File: src/car_game_pkg.sv
//------------------------------------------------
// Shared constants and types of the lane game
// Rows are 8 bits wide, bit 7 is the leftmost LED
// Row 0 is the top of the matrix, row 7 the player
//------------------------------------------------
package car_game_pkg;

	//------------------------------------------------
	// Timing constants
	//------------------------------------------------
	// Stable samples before a button level is accepted
	localparam int DEBOUNCE_CYCLES = 8;
	// Road tick period in level 0, in clocks
	localparam int TICK_BASE = 64;
	// Period cut per level
	localparam int TICK_STEP = 8;
	// Ticks per level
	localparam int LEVEL_LENGTH = 8;
	// Finishing the last level wins
	localparam int NUM_LEVELS = 4;
	// Lane after a start press
	localparam int PLAYER_START_LANE = 5;

	//------------------------------------------------
	// Vector types
	//------------------------------------------------
	typedef logic [7:0] row_t;
	typedef logic [2:0] lane_t;
	typedef logic [1:0] level_t;
	typedef logic [2:0] progress_t;
	typedef logic [6:0] tick_count_t;

	// Top level game FSM
	typedef enum logic [1:0] {
		ST_IDLE,
		ST_PLAY,
		ST_OVER
	} game_state_t;

	// One-cycle press pulses, one per button
	typedef struct packed {
		logic start;
		logic left;
		logic right;
	} presses_t;

	// Game progress as seen by the road and player stages
	typedef struct packed {
		game_state_t state;
		logic        tick;
		level_t      level;
		progress_t   progress;
	} game_status_t;

	//------------------------------------------------
	// Fixed pictures
	//------------------------------------------------
	// Idle arrow, row 0 first
	localparam row_t START_FRAME [8] = '{
		8'b00010000,
		8'b00000000,
		8'b00010000,
		8'b00111000,
		8'b01111100,
		8'b01111100,
		8'b00111000,
		8'b00010000
	};

	// Game over bar, same on every row
	localparam row_t OVER_ROW = 8'b00011000;

endpackage

File: src/button_debounce.sv
//------------------------------------------------
// One active-low push button, no pull-up handling
// Pin fall to press pulse is DEBOUNCE_CYCLES+2 clocks
//------------------------------------------------
`timescale 1ns/1ps

module button_debounce
	import car_game_pkg::*;
(
	input  logic clock_50,
	input  logic rst_n,
	input  logic button_n,
	output logic pressed
);

	// Two flop synchroniser, idles high like the pin
	logic [1:0] sync_q;
	// Accepted level, high while pressed
	logic level_q;
	// Consecutive samples that differ from level_q
	logic [$clog2(DEBOUNCE_CYCLES)-1:0] stable_cnt;
	logic sample;

	// Active high view of the synchronised pin
	assign sample = ~sync_q[1];

	always_ff @(posedge clock_50) begin
		if (!rst_n) begin
			sync_q     <= 2'b11;
			level_q    <= 1'b0;
			stable_cnt <= '0;
			pressed    <= 1'b0;
		end else begin
			sync_q  <= {sync_q[0], button_n};
			pressed <= 1'b0;
			if (sample == level_q) begin
				// Bounce or no change, start over
				stable_cnt <= '0;
			end else if (int'(stable_cnt) == DEBOUNCE_CYCLES - 1) begin
				// Enough stable samples, take the new level
				stable_cnt <= '0;
				level_q    <= sample;
				// Pulse only on the pressed edge
				pressed    <= sample;
			end else begin
				stable_cnt <= stable_cnt + 1'b1;
			end
		end
	end

	// A press is a single cycle event
	assert property (@(posedge clock_50) disable iff (!rst_n)
		pressed |=> !pressed);

endmodule

File: src/game_control.sv
//------------------------------------------------
// Game FSM with level dependent road prescaler
// Start is ignored while a game is running
// Level counter wraps to 0 when the game is won
//------------------------------------------------
`timescale 1ns/1ps

module game_control
	import car_game_pkg::*;
(
	input  logic         clock_50,
	input  logic         rst_n,
	input  logic         start,
	input  logic         collision,
	output game_status_t status
);

	game_state_t state_q;
	tick_count_t tick_cnt_q;
	tick_count_t tick_limit;
	level_t      level_q;
	progress_t   progress_q;
	logic        tick;
	logic        level_done;
	logic        game_done;

	//------------------------------------------------
	// Road prescaler
	//------------------------------------------------
	// Last count of the period drops by TICK_STEP per level
	assign tick_limit = tick_count_t'(TICK_BASE - 1 - TICK_STEP * int'(level_q));

	// Ticks exist only while playing
	assign tick = (state_q == ST_PLAY) && (tick_cnt_q == tick_limit);

	// Last tick of a level
	assign level_done = tick && (int'(progress_q) == LEVEL_LENGTH - 1);
	// Last tick of the last level
	assign game_done = level_done && (int'(level_q) == NUM_LEVELS - 1);

	//------------------------------------------------
	// State and counters
	//------------------------------------------------
	always_ff @(posedge clock_50) begin
		if (!rst_n) begin
			state_q    <= ST_IDLE;
			tick_cnt_q <= '0;
			progress_q <= '0;
			level_q    <= '0;
		end else begin
			case (state_q)
				ST_IDLE, ST_OVER: begin
					// New game from a clean count
					if (start) begin
						state_q    <= ST_PLAY;
						tick_cnt_q <= '0;
						progress_q <= '0;
						level_q    <= '0;
					end
				end
				ST_PLAY: begin
					// Free running count that restarts after each tick
					if (tick) begin
						tick_cnt_q <= '0;
					end else begin
						tick_cnt_q <= tick_cnt_q + 1'b1;
					end
					// Progress within the level
					if (level_done) begin
						progress_q <= '0;
						level_q    <= level_q + 1'b1;
					end else if (tick) begin
						progress_q <= progress_q + 1'b1;
					end
					// Crash or finish both end the game
					if (collision || game_done) begin
						state_q <= ST_OVER;
					end
				end
				default: begin
					state_q <= ST_IDLE;
				end
			endcase
		end
	end

	// Status bundle for the road and player stages
	always_comb begin
		status.state    = state_q;
		status.tick     = tick;
		status.level    = level_q;
		status.progress = progress_q;
	end

	// Count in play never passes the last count of the period
	assert property (@(posedge clock_50) disable iff (!rst_n)
		(state_q == ST_PLAY) |-> (tick_cnt_q <= tick_limit));

endmodule

File: src/road_scroller.sv
//------------------------------------------------
// Eight row road entering at row 0 on top
// Shifts once per tick and clears on any start press
//------------------------------------------------
`timescale 1ns/1ps

module road_scroller
	import car_game_pkg::*;
(
	input  logic         clock_50,
	input  logic         rst_n,
	input  logic         start,
	input  game_status_t status,
	output row_t         road [8]
);

	lane_t car_lane;
	row_t  new_row;

	//------------------------------------------------
	// Car pattern
	//------------------------------------------------
	// Lane from the pre-tick counts truncated to mod 8
	assign car_lane = lane_t'(3 * int'(status.progress) + 5 * int'(status.level));

	// Even progress gets a car and odd progress a gap
	assign new_row = status.progress[0] ? '0 : row_t'(8'b1 << car_lane);

	//------------------------------------------------
	// Road shift register
	//------------------------------------------------
	always_ff @(posedge clock_50) begin
		if (!rst_n || start) begin
			// Empty road for a new game
			for (int i = 0; i < 8; i++) begin
				road[i] <= '0;
			end
		end else if (status.tick) begin
			road[0] <= new_row;
			// Every row moves one step down
			for (int i = 1; i < 8; i++) begin
				road[i] <= road[i-1];
			end
		end
	end

	// New top row holds one car at most and never sits right above another
	assert property (@(posedge clock_50) disable iff (!rst_n)
		status.tick && !start |=> $onehot0(road[0]) && !((|road[0]) && (|road[1])));

endmodule

File: src/player_position.sv
//------------------------------------------------
// Player lane in the bottom row
// Left raises the lane, right lowers it, both do nothing
//------------------------------------------------
`timescale 1ns/1ps

module player_position
	import car_game_pkg::*;
(
	input  logic        clock_50,
	input  logic        rst_n,
	input  presses_t    presses,
	input  game_state_t state,
	output row_t        player_row
);

	lane_t lane_q;

	always_ff @(posedge clock_50) begin
		if (!rst_n || presses.start) begin
			lane_q <= lane_t'(PLAYER_START_LANE);
		end else if (state == ST_PLAY) begin
			// Saturate at the matrix edges
			if (presses.left && !presses.right && lane_q != '1) begin
				lane_q <= lane_q + 1'b1;
			end else if (presses.right && !presses.left && lane_q != '0) begin
				lane_q <= lane_q - 1'b1;
			end
		end
	end

	// One LED for the car
	assign player_row = row_t'(8'b1 << lane_q);

	// Always one car, and it moves by one lane at most per cycle
	assert property (@(posedge clock_50) disable iff (!rst_n)
		!presses.start |=> $onehot(player_row) &&
			(player_row == $past(player_row) ||
			 player_row == row_t'($past(player_row) << 1) ||
			 player_row == row_t'($past(player_row) >> 1)));

endmodule

File: src/frame_composer.sv
//------------------------------------------------
// Registered 8x8 frame and column scan readout
// disp_data is combinational from disp_addr
//------------------------------------------------
`timescale 1ns/1ps

module frame_composer
	import car_game_pkg::*;
(
	input  logic        clock_50,
	input  logic        rst_n,
	input  game_state_t state,
	input  row_t        road [8],
	input  row_t        player_row,
	input  lane_t       disp_addr,
	output logic        collision,
	output row_t        disp_data
);

	row_t frame_q [8];

	// Car in the bottom row on the player's lane
	assign collision = (state == ST_PLAY) && (|(road[7] & player_row));

	//------------------------------------------------
	// Frame select by game state
	//------------------------------------------------
	always_ff @(posedge clock_50) begin
		if (!rst_n) begin
			frame_q <= START_FRAME;
		end else begin
			case (state)
				ST_PLAY: begin
					for (int i = 0; i < 7; i++) begin
						frame_q[i] <= road[i];
					end
					// Player drawn over the bottom road row
					frame_q[7] <= road[7] | player_row;
				end
				ST_OVER: begin
					for (int i = 0; i < 8; i++) begin
						frame_q[i] <= OVER_ROW;
					end
				end
				default: begin
					frame_q <= START_FRAME;
				end
			endcase
		end
	end

	//------------------------------------------------
	// Column readout
	//------------------------------------------------
	// Address 0 is the leftmost column, row 0 lands in bit 7
	always_comb begin
		for (int r = 0; r < 8; r++) begin
			disp_data[7-r] = frame_q[r][~disp_addr];
		end
	end

endmodule

File: src/car_game_top.sv
//------------------------------------------------
// Lane game top, one player, column scan output
// Buttons are raw active-low pins
//------------------------------------------------
`timescale 1ns/1ps

module car_game_top
	import car_game_pkg::*;
(
	input  logic  clock_50,
	input  logic  rst_n,
	input  logic  start_button_n,
	input  logic  left_button_n,
	input  logic  right_button_n,
	input  lane_t disp_addr,
	output row_t  disp_data
);

	presses_t     presses;
	game_status_t status;
	row_t         road [8];
	row_t         player_row;
	logic         collision;

	//------------------------------------------------
	// Buttons
	//------------------------------------------------
	button_debounce u_start_debounce (
		.clock_50 (clock_50),
		.rst_n    (rst_n),
		.button_n (start_button_n),
		.pressed  (presses.start)
	);

	button_debounce u_left_debounce (
		.clock_50 (clock_50),
		.rst_n    (rst_n),
		.button_n (left_button_n),
		.pressed  (presses.left)
	);

	button_debounce u_right_debounce (
		.clock_50 (clock_50),
		.rst_n    (rst_n),
		.button_n (right_button_n),
		.pressed  (presses.right)
	);

	//------------------------------------------------
	// Game flow
	//------------------------------------------------
	game_control u_game_control (
		.clock_50  (clock_50),
		.rst_n     (rst_n),
		.start     (presses.start),
		.collision (collision),
		.status    (status)
	);

	road_scroller u_road_scroller (
		.clock_50 (clock_50),
		.rst_n    (rst_n),
		.start    (presses.start),
		.status   (status),
		.road     (road)
	);

	player_position u_player_position (
		.clock_50   (clock_50),
		.rst_n      (rst_n),
		.presses    (presses),
		.state      (status.state),
		.player_row (player_row)
	);

	// Frame build and display scan
	frame_composer u_frame_composer (
		.clock_50   (clock_50),
		.rst_n      (rst_n),
		.state      (status.state),
		.road       (road),
		.player_row (player_row),
		.disp_addr  (disp_addr),
		.collision  (collision),
		.disp_data  (disp_data)
	);

endmodule

File: config.mk
export PLATFORM = sky130hd
export DESIGN_NAME = car_game_top
export DESIGN_NICKNAME = d
export VERILOG_FILES = /design/src/car_game_pkg.sv /design/src/button_debounce.sv /design/src/game_control.sv /design/src/road_scroller.sv /design/src/player_position.sv /design/src/frame_composer.sv /design/src/car_game_top.sv
export SDC_FILE = /design/constraint.sdc
export NUM_CORES = 1
export LEC_CHECK = 0
export BUFFER_PORTS_ARGS = -buffer_cell sky130_fd_sc_hd__buf_4
export CORE_ASPECT_RATIO = 1.25
export CORE_MARGIN = 5
export CORE_UTILIZATION = 40
export DETAILED_ROUTE_END_ITERATION = 12
export PLACE_DENSITY = 0.59
export SLEW_MARGIN = 30
export SYNTH_ARGS = -nofsm -noshare
export SYNTH_HDL_FRONTEND = slang
export SYNTH_SLANG_ARGS = --single-unit
File: constraint.sdc
create_clock -name clock_50 -period 6.6 [get_ports clock_50]
set_clock_uncertainty 0.2 [all_clocks]
set_input_delay 0.66 -clock clock_50 [delete_from_list [all_inputs] [get_ports clock_50]]
set_output_delay 0.66 -clock clock_50 [all_outputs]
set_load 0.03 [all_outputs]
==> results.yml <==
status:
  outcome: "finished clean"
final_layout:
  synthToLayoutAreaGrowth_pct: 12.9
  nFillCells: 1540
  insertedDiodeCount: 0
  mostFrequentLayoutCells: "dfxtp_1, nand2_1, a21oi_1"
  layout-drive-gt1-share: 0.123
  finalNetCount: 707
  most_common_cell_after_layout_fill_and_taps_aside: "dfxtp_1"
  final_cell_area_um2: 7450
setup_path:
  crit_arrival_ns: 3.11
  worst_r2r_path_depth: 8
  worstSetupEndpoint: "u_road_scroller.road[59]"
  timing.rr.end: "u_road_scroller.road[59]"
  worst_path_cell_with_the_longest_stage_delay: "buf_4"
  critical_path.cell_chain: "inv_1, ha_1, buf_4, inv_2, nor4_4, buf_4, nand3_1, a21oi_1"
  path_max_fanout: 64
  crit_required_ns: 6.74
  cell_seen_most_often_among_critical_path_stages: "buf_4"
  critPathKind: "flip-flop to flip-flop"
  r2r_start: "u_game_control.state_q[1]"
  cp_slowest_stage_delay_ns: 0.57
  timing.critical_path.to_type: "flip-flop"
  rrSetupSlack_ns: 3.63
  crit_path_start: "u_game_control.state_q[1]"
  crit_path_start_kind: "flip-flop"
pwr:
  power_leakage_nw: 2.92
  worst_ir_drop_vdd_mv: 0.162
  pwr_per_cell_area_nw_per_um2: 289
  post-layout-total-power_w: 0.00215
timing:
  relSlewSlack: 0.536
  timing.final.crit_share: 0.451
  rsz0062_at_grt: "no"
  finalCriticalPeriod_ns: 2.97
  max_slew.worst_pin.slew_ns: 0.696
  finalSetupViolations: 0
  clock.fmax_mhz: 336
  totalNegativeSetupSlack_ns: 0
  drv_slew: 0
  timing_hold_violations_final: 0
drt:
  totalWireLength_um: 13300
  drtPass1Iterations: 4
  detail_route.drc_violations: 0
  post_drt_wl_per_cell_um: 14.6
  viasPerCell: 5.15
  drt_first_iter_violations: 318
  vias: 4672
  final_antenna_net_count: 0
placement:
  detailed_place_hpwl_um: 8420
  gp_congestion: 0.827
  placement.cell_area_um2: 6800
  numPortBuffers: 15
synthesis:
  synth.net_count: 715
  synth-seq-area-share: 0.503
  ys_seq_elements: 166
  synth_enable_flop_cells: 0
  syn-mean-instance-area_um2: 9.61
  yosys_most_used_dff: "dfxtp_1"
  synth_async_sr_flop_share: 0
  synth_warnings: 0
  syn-instance-count: 687
  synth_area_um2: 6600
  synth_cell_types: 57
clock_network:
  clk_pin_slew_ns: 0.06
  clock-root-buffer: "clkbuf_16"
  cts_resized: 0
  clock_latency_ns: 0.42
  cts_max_path_buffers: 2
  htreeDepth: 4
  postCtsSetupRepairBufs: 0
  cts_made_buffers: 17
  cts_tree: "yes"
  postCtsHoldBufs: 0
  cts_sinks: 166
global_route:
  grt_first_pass_wirelength_um: 22900
  number_of_global_route_vias_before_repair: 4718
  globalRouteOverflowTotal: 0
  grt_use_total: 0.146
  grt_max_degree: 75
  initial_antenna_violation_count: 0
die:
  initial_utilization: 0.408
  fp-row-count: 52
  floorplan.die.width_um: 125
  io_pins: 16
  die_h_um: 154
  area_enclosed_by_the_die_boundary_um2: 19200
  fp.coreArea_um2: 16200
hold_path:
  hold_path.class: "flip-flop to flip-flop"
run:
  drv.max_cap_violation_count: 0
## power by group
part,switching [W],leakage [nW],internal [W]
Combinational,0.0000296,1.26,0.0000181
Sequential,0.00000106,1.34,0.00100
Clock,0.000419,0.318,0.000681
## metrics by stage
step,setup WS [ns],hold slack (ns),instances,utilization
after global placement,3.74,0.193,876,0.419
after CTS,3.62,0.195,908,0.460
after floorplan,3.69,0.186,687,-
after detailed placement,3.64,0.196,876,0.419
after global routing,3.41,0.203,908,0.460
final,3.63,0.209,908,0.460
## worst min-delay path by stage
stage                                from                          to  cells after the start
6_report        u_left_debounce.sync_q[0]   u_left_debounce.sync_q[1]                      1
5_1_grt                    start_button_n  u_start_debounce.sync_q[0]                      2
4_1_cts                    start_button_n  u_start_debounce.sync_q[0]                      2
3_5_place_dp    u_left_debounce.sync_q[0]   u_left_debounce.sync_q[1]                      1
3_3_place_gp   u_right_debounce.sync_q[0]  u_right_debounce.sync_q[1]                      1
2_1_floorplan   u_left_debounce.sync_q[0]   u_left_debounce.sync_q[1]                      1
## cell usage after synthesis, types with 9 or more instances
master | instances | area, um2
dfxtp_1 | 166 | 3320
nand2_1 | 133 | 499
a21oi_1 | 69 | 345
and3_1 | 37 | 231
clkbuf_1 | 32 | 120
nor2_1 | 29 | 109
o21ai_0 | 21 | 105
ha_1 | 19 | 238
nand3_1 | 19 | 95.1
mux4_2 | 17 | 383
a21o_1 | 10 | 75.1
nand2b_1 | 10 | 62.6
inv_1 | 9 | 33.8
mux2_2 | 9 | 101
nor2b_1 | 9 | 56.3
nor3_1 | 9 | 45.0
## worst max-delay path, delay by kind of cell (launching register included)
| kind | cells | cell delay (ns) |
|---|---|---|
| buffers and inverters | 4 | 1.42 |
| DFF | 1 | 0.35 |
| AOI/OAI and AO/OA | 1 | 0.17 |
| adders and majority gates | 1 | 0.25 |
| and+or+nand+nor | 2 | 0.47 |
## registers in the layout (all words and copies together), names as in the netlist, 2 cells and up
register and count:
u_player_position.lane_q 3, u_left_debounce.stable_cnt 3, u_left_debounce.sync_q 2, u_frame_composer.frame_q 64, u_game_control.progress_q 3, u_start_debounce.sync_q 2
u_start_debounce.stable_cnt 3, u_road_scroller.road 64, u_right_debounce.stable_cnt 3, u_game_control.state_q 2, u_game_control.level_q 2, u_right_debounce.sync_q 2
u_game_control.tick_cnt_q 7
## cell type report
cell class,count,area (um2),area share
multi-input combinational,465,3020,0.405
clock buffer,17,425,0.0571
sequential,166,3320,0.446
inverter,10,37.5,0.00504
clock inverter,15,234,0.0314
timing repair buffer,19,143,0.0191
tap,216,270,0.0363
## routing by layer
metal / global-route usage / up-vias / part of all wire
met4: 0.0553 / 0 / 0.011
li1: - / 2352 / -
met1: 0.174 / 2249 / 0.45
met2: 0.252 / 60 / 0.51
met3: 0.0382 / 11 / 0.032
met5: 0 / - / 0
## kinds of logic after synthesis
group	after synthesis	synth area share
AOI/OAI and AO/OA	127	0.113
xor gates and xnor gates	16	0.0256
adders and majority gates	20	0.0390
buffers and inverters	56	0.0396
DFF	166	0.503
muxes	30	0.0794
and+or+nand+nor	272	0.200
Power figures use the tool's default switching activity.
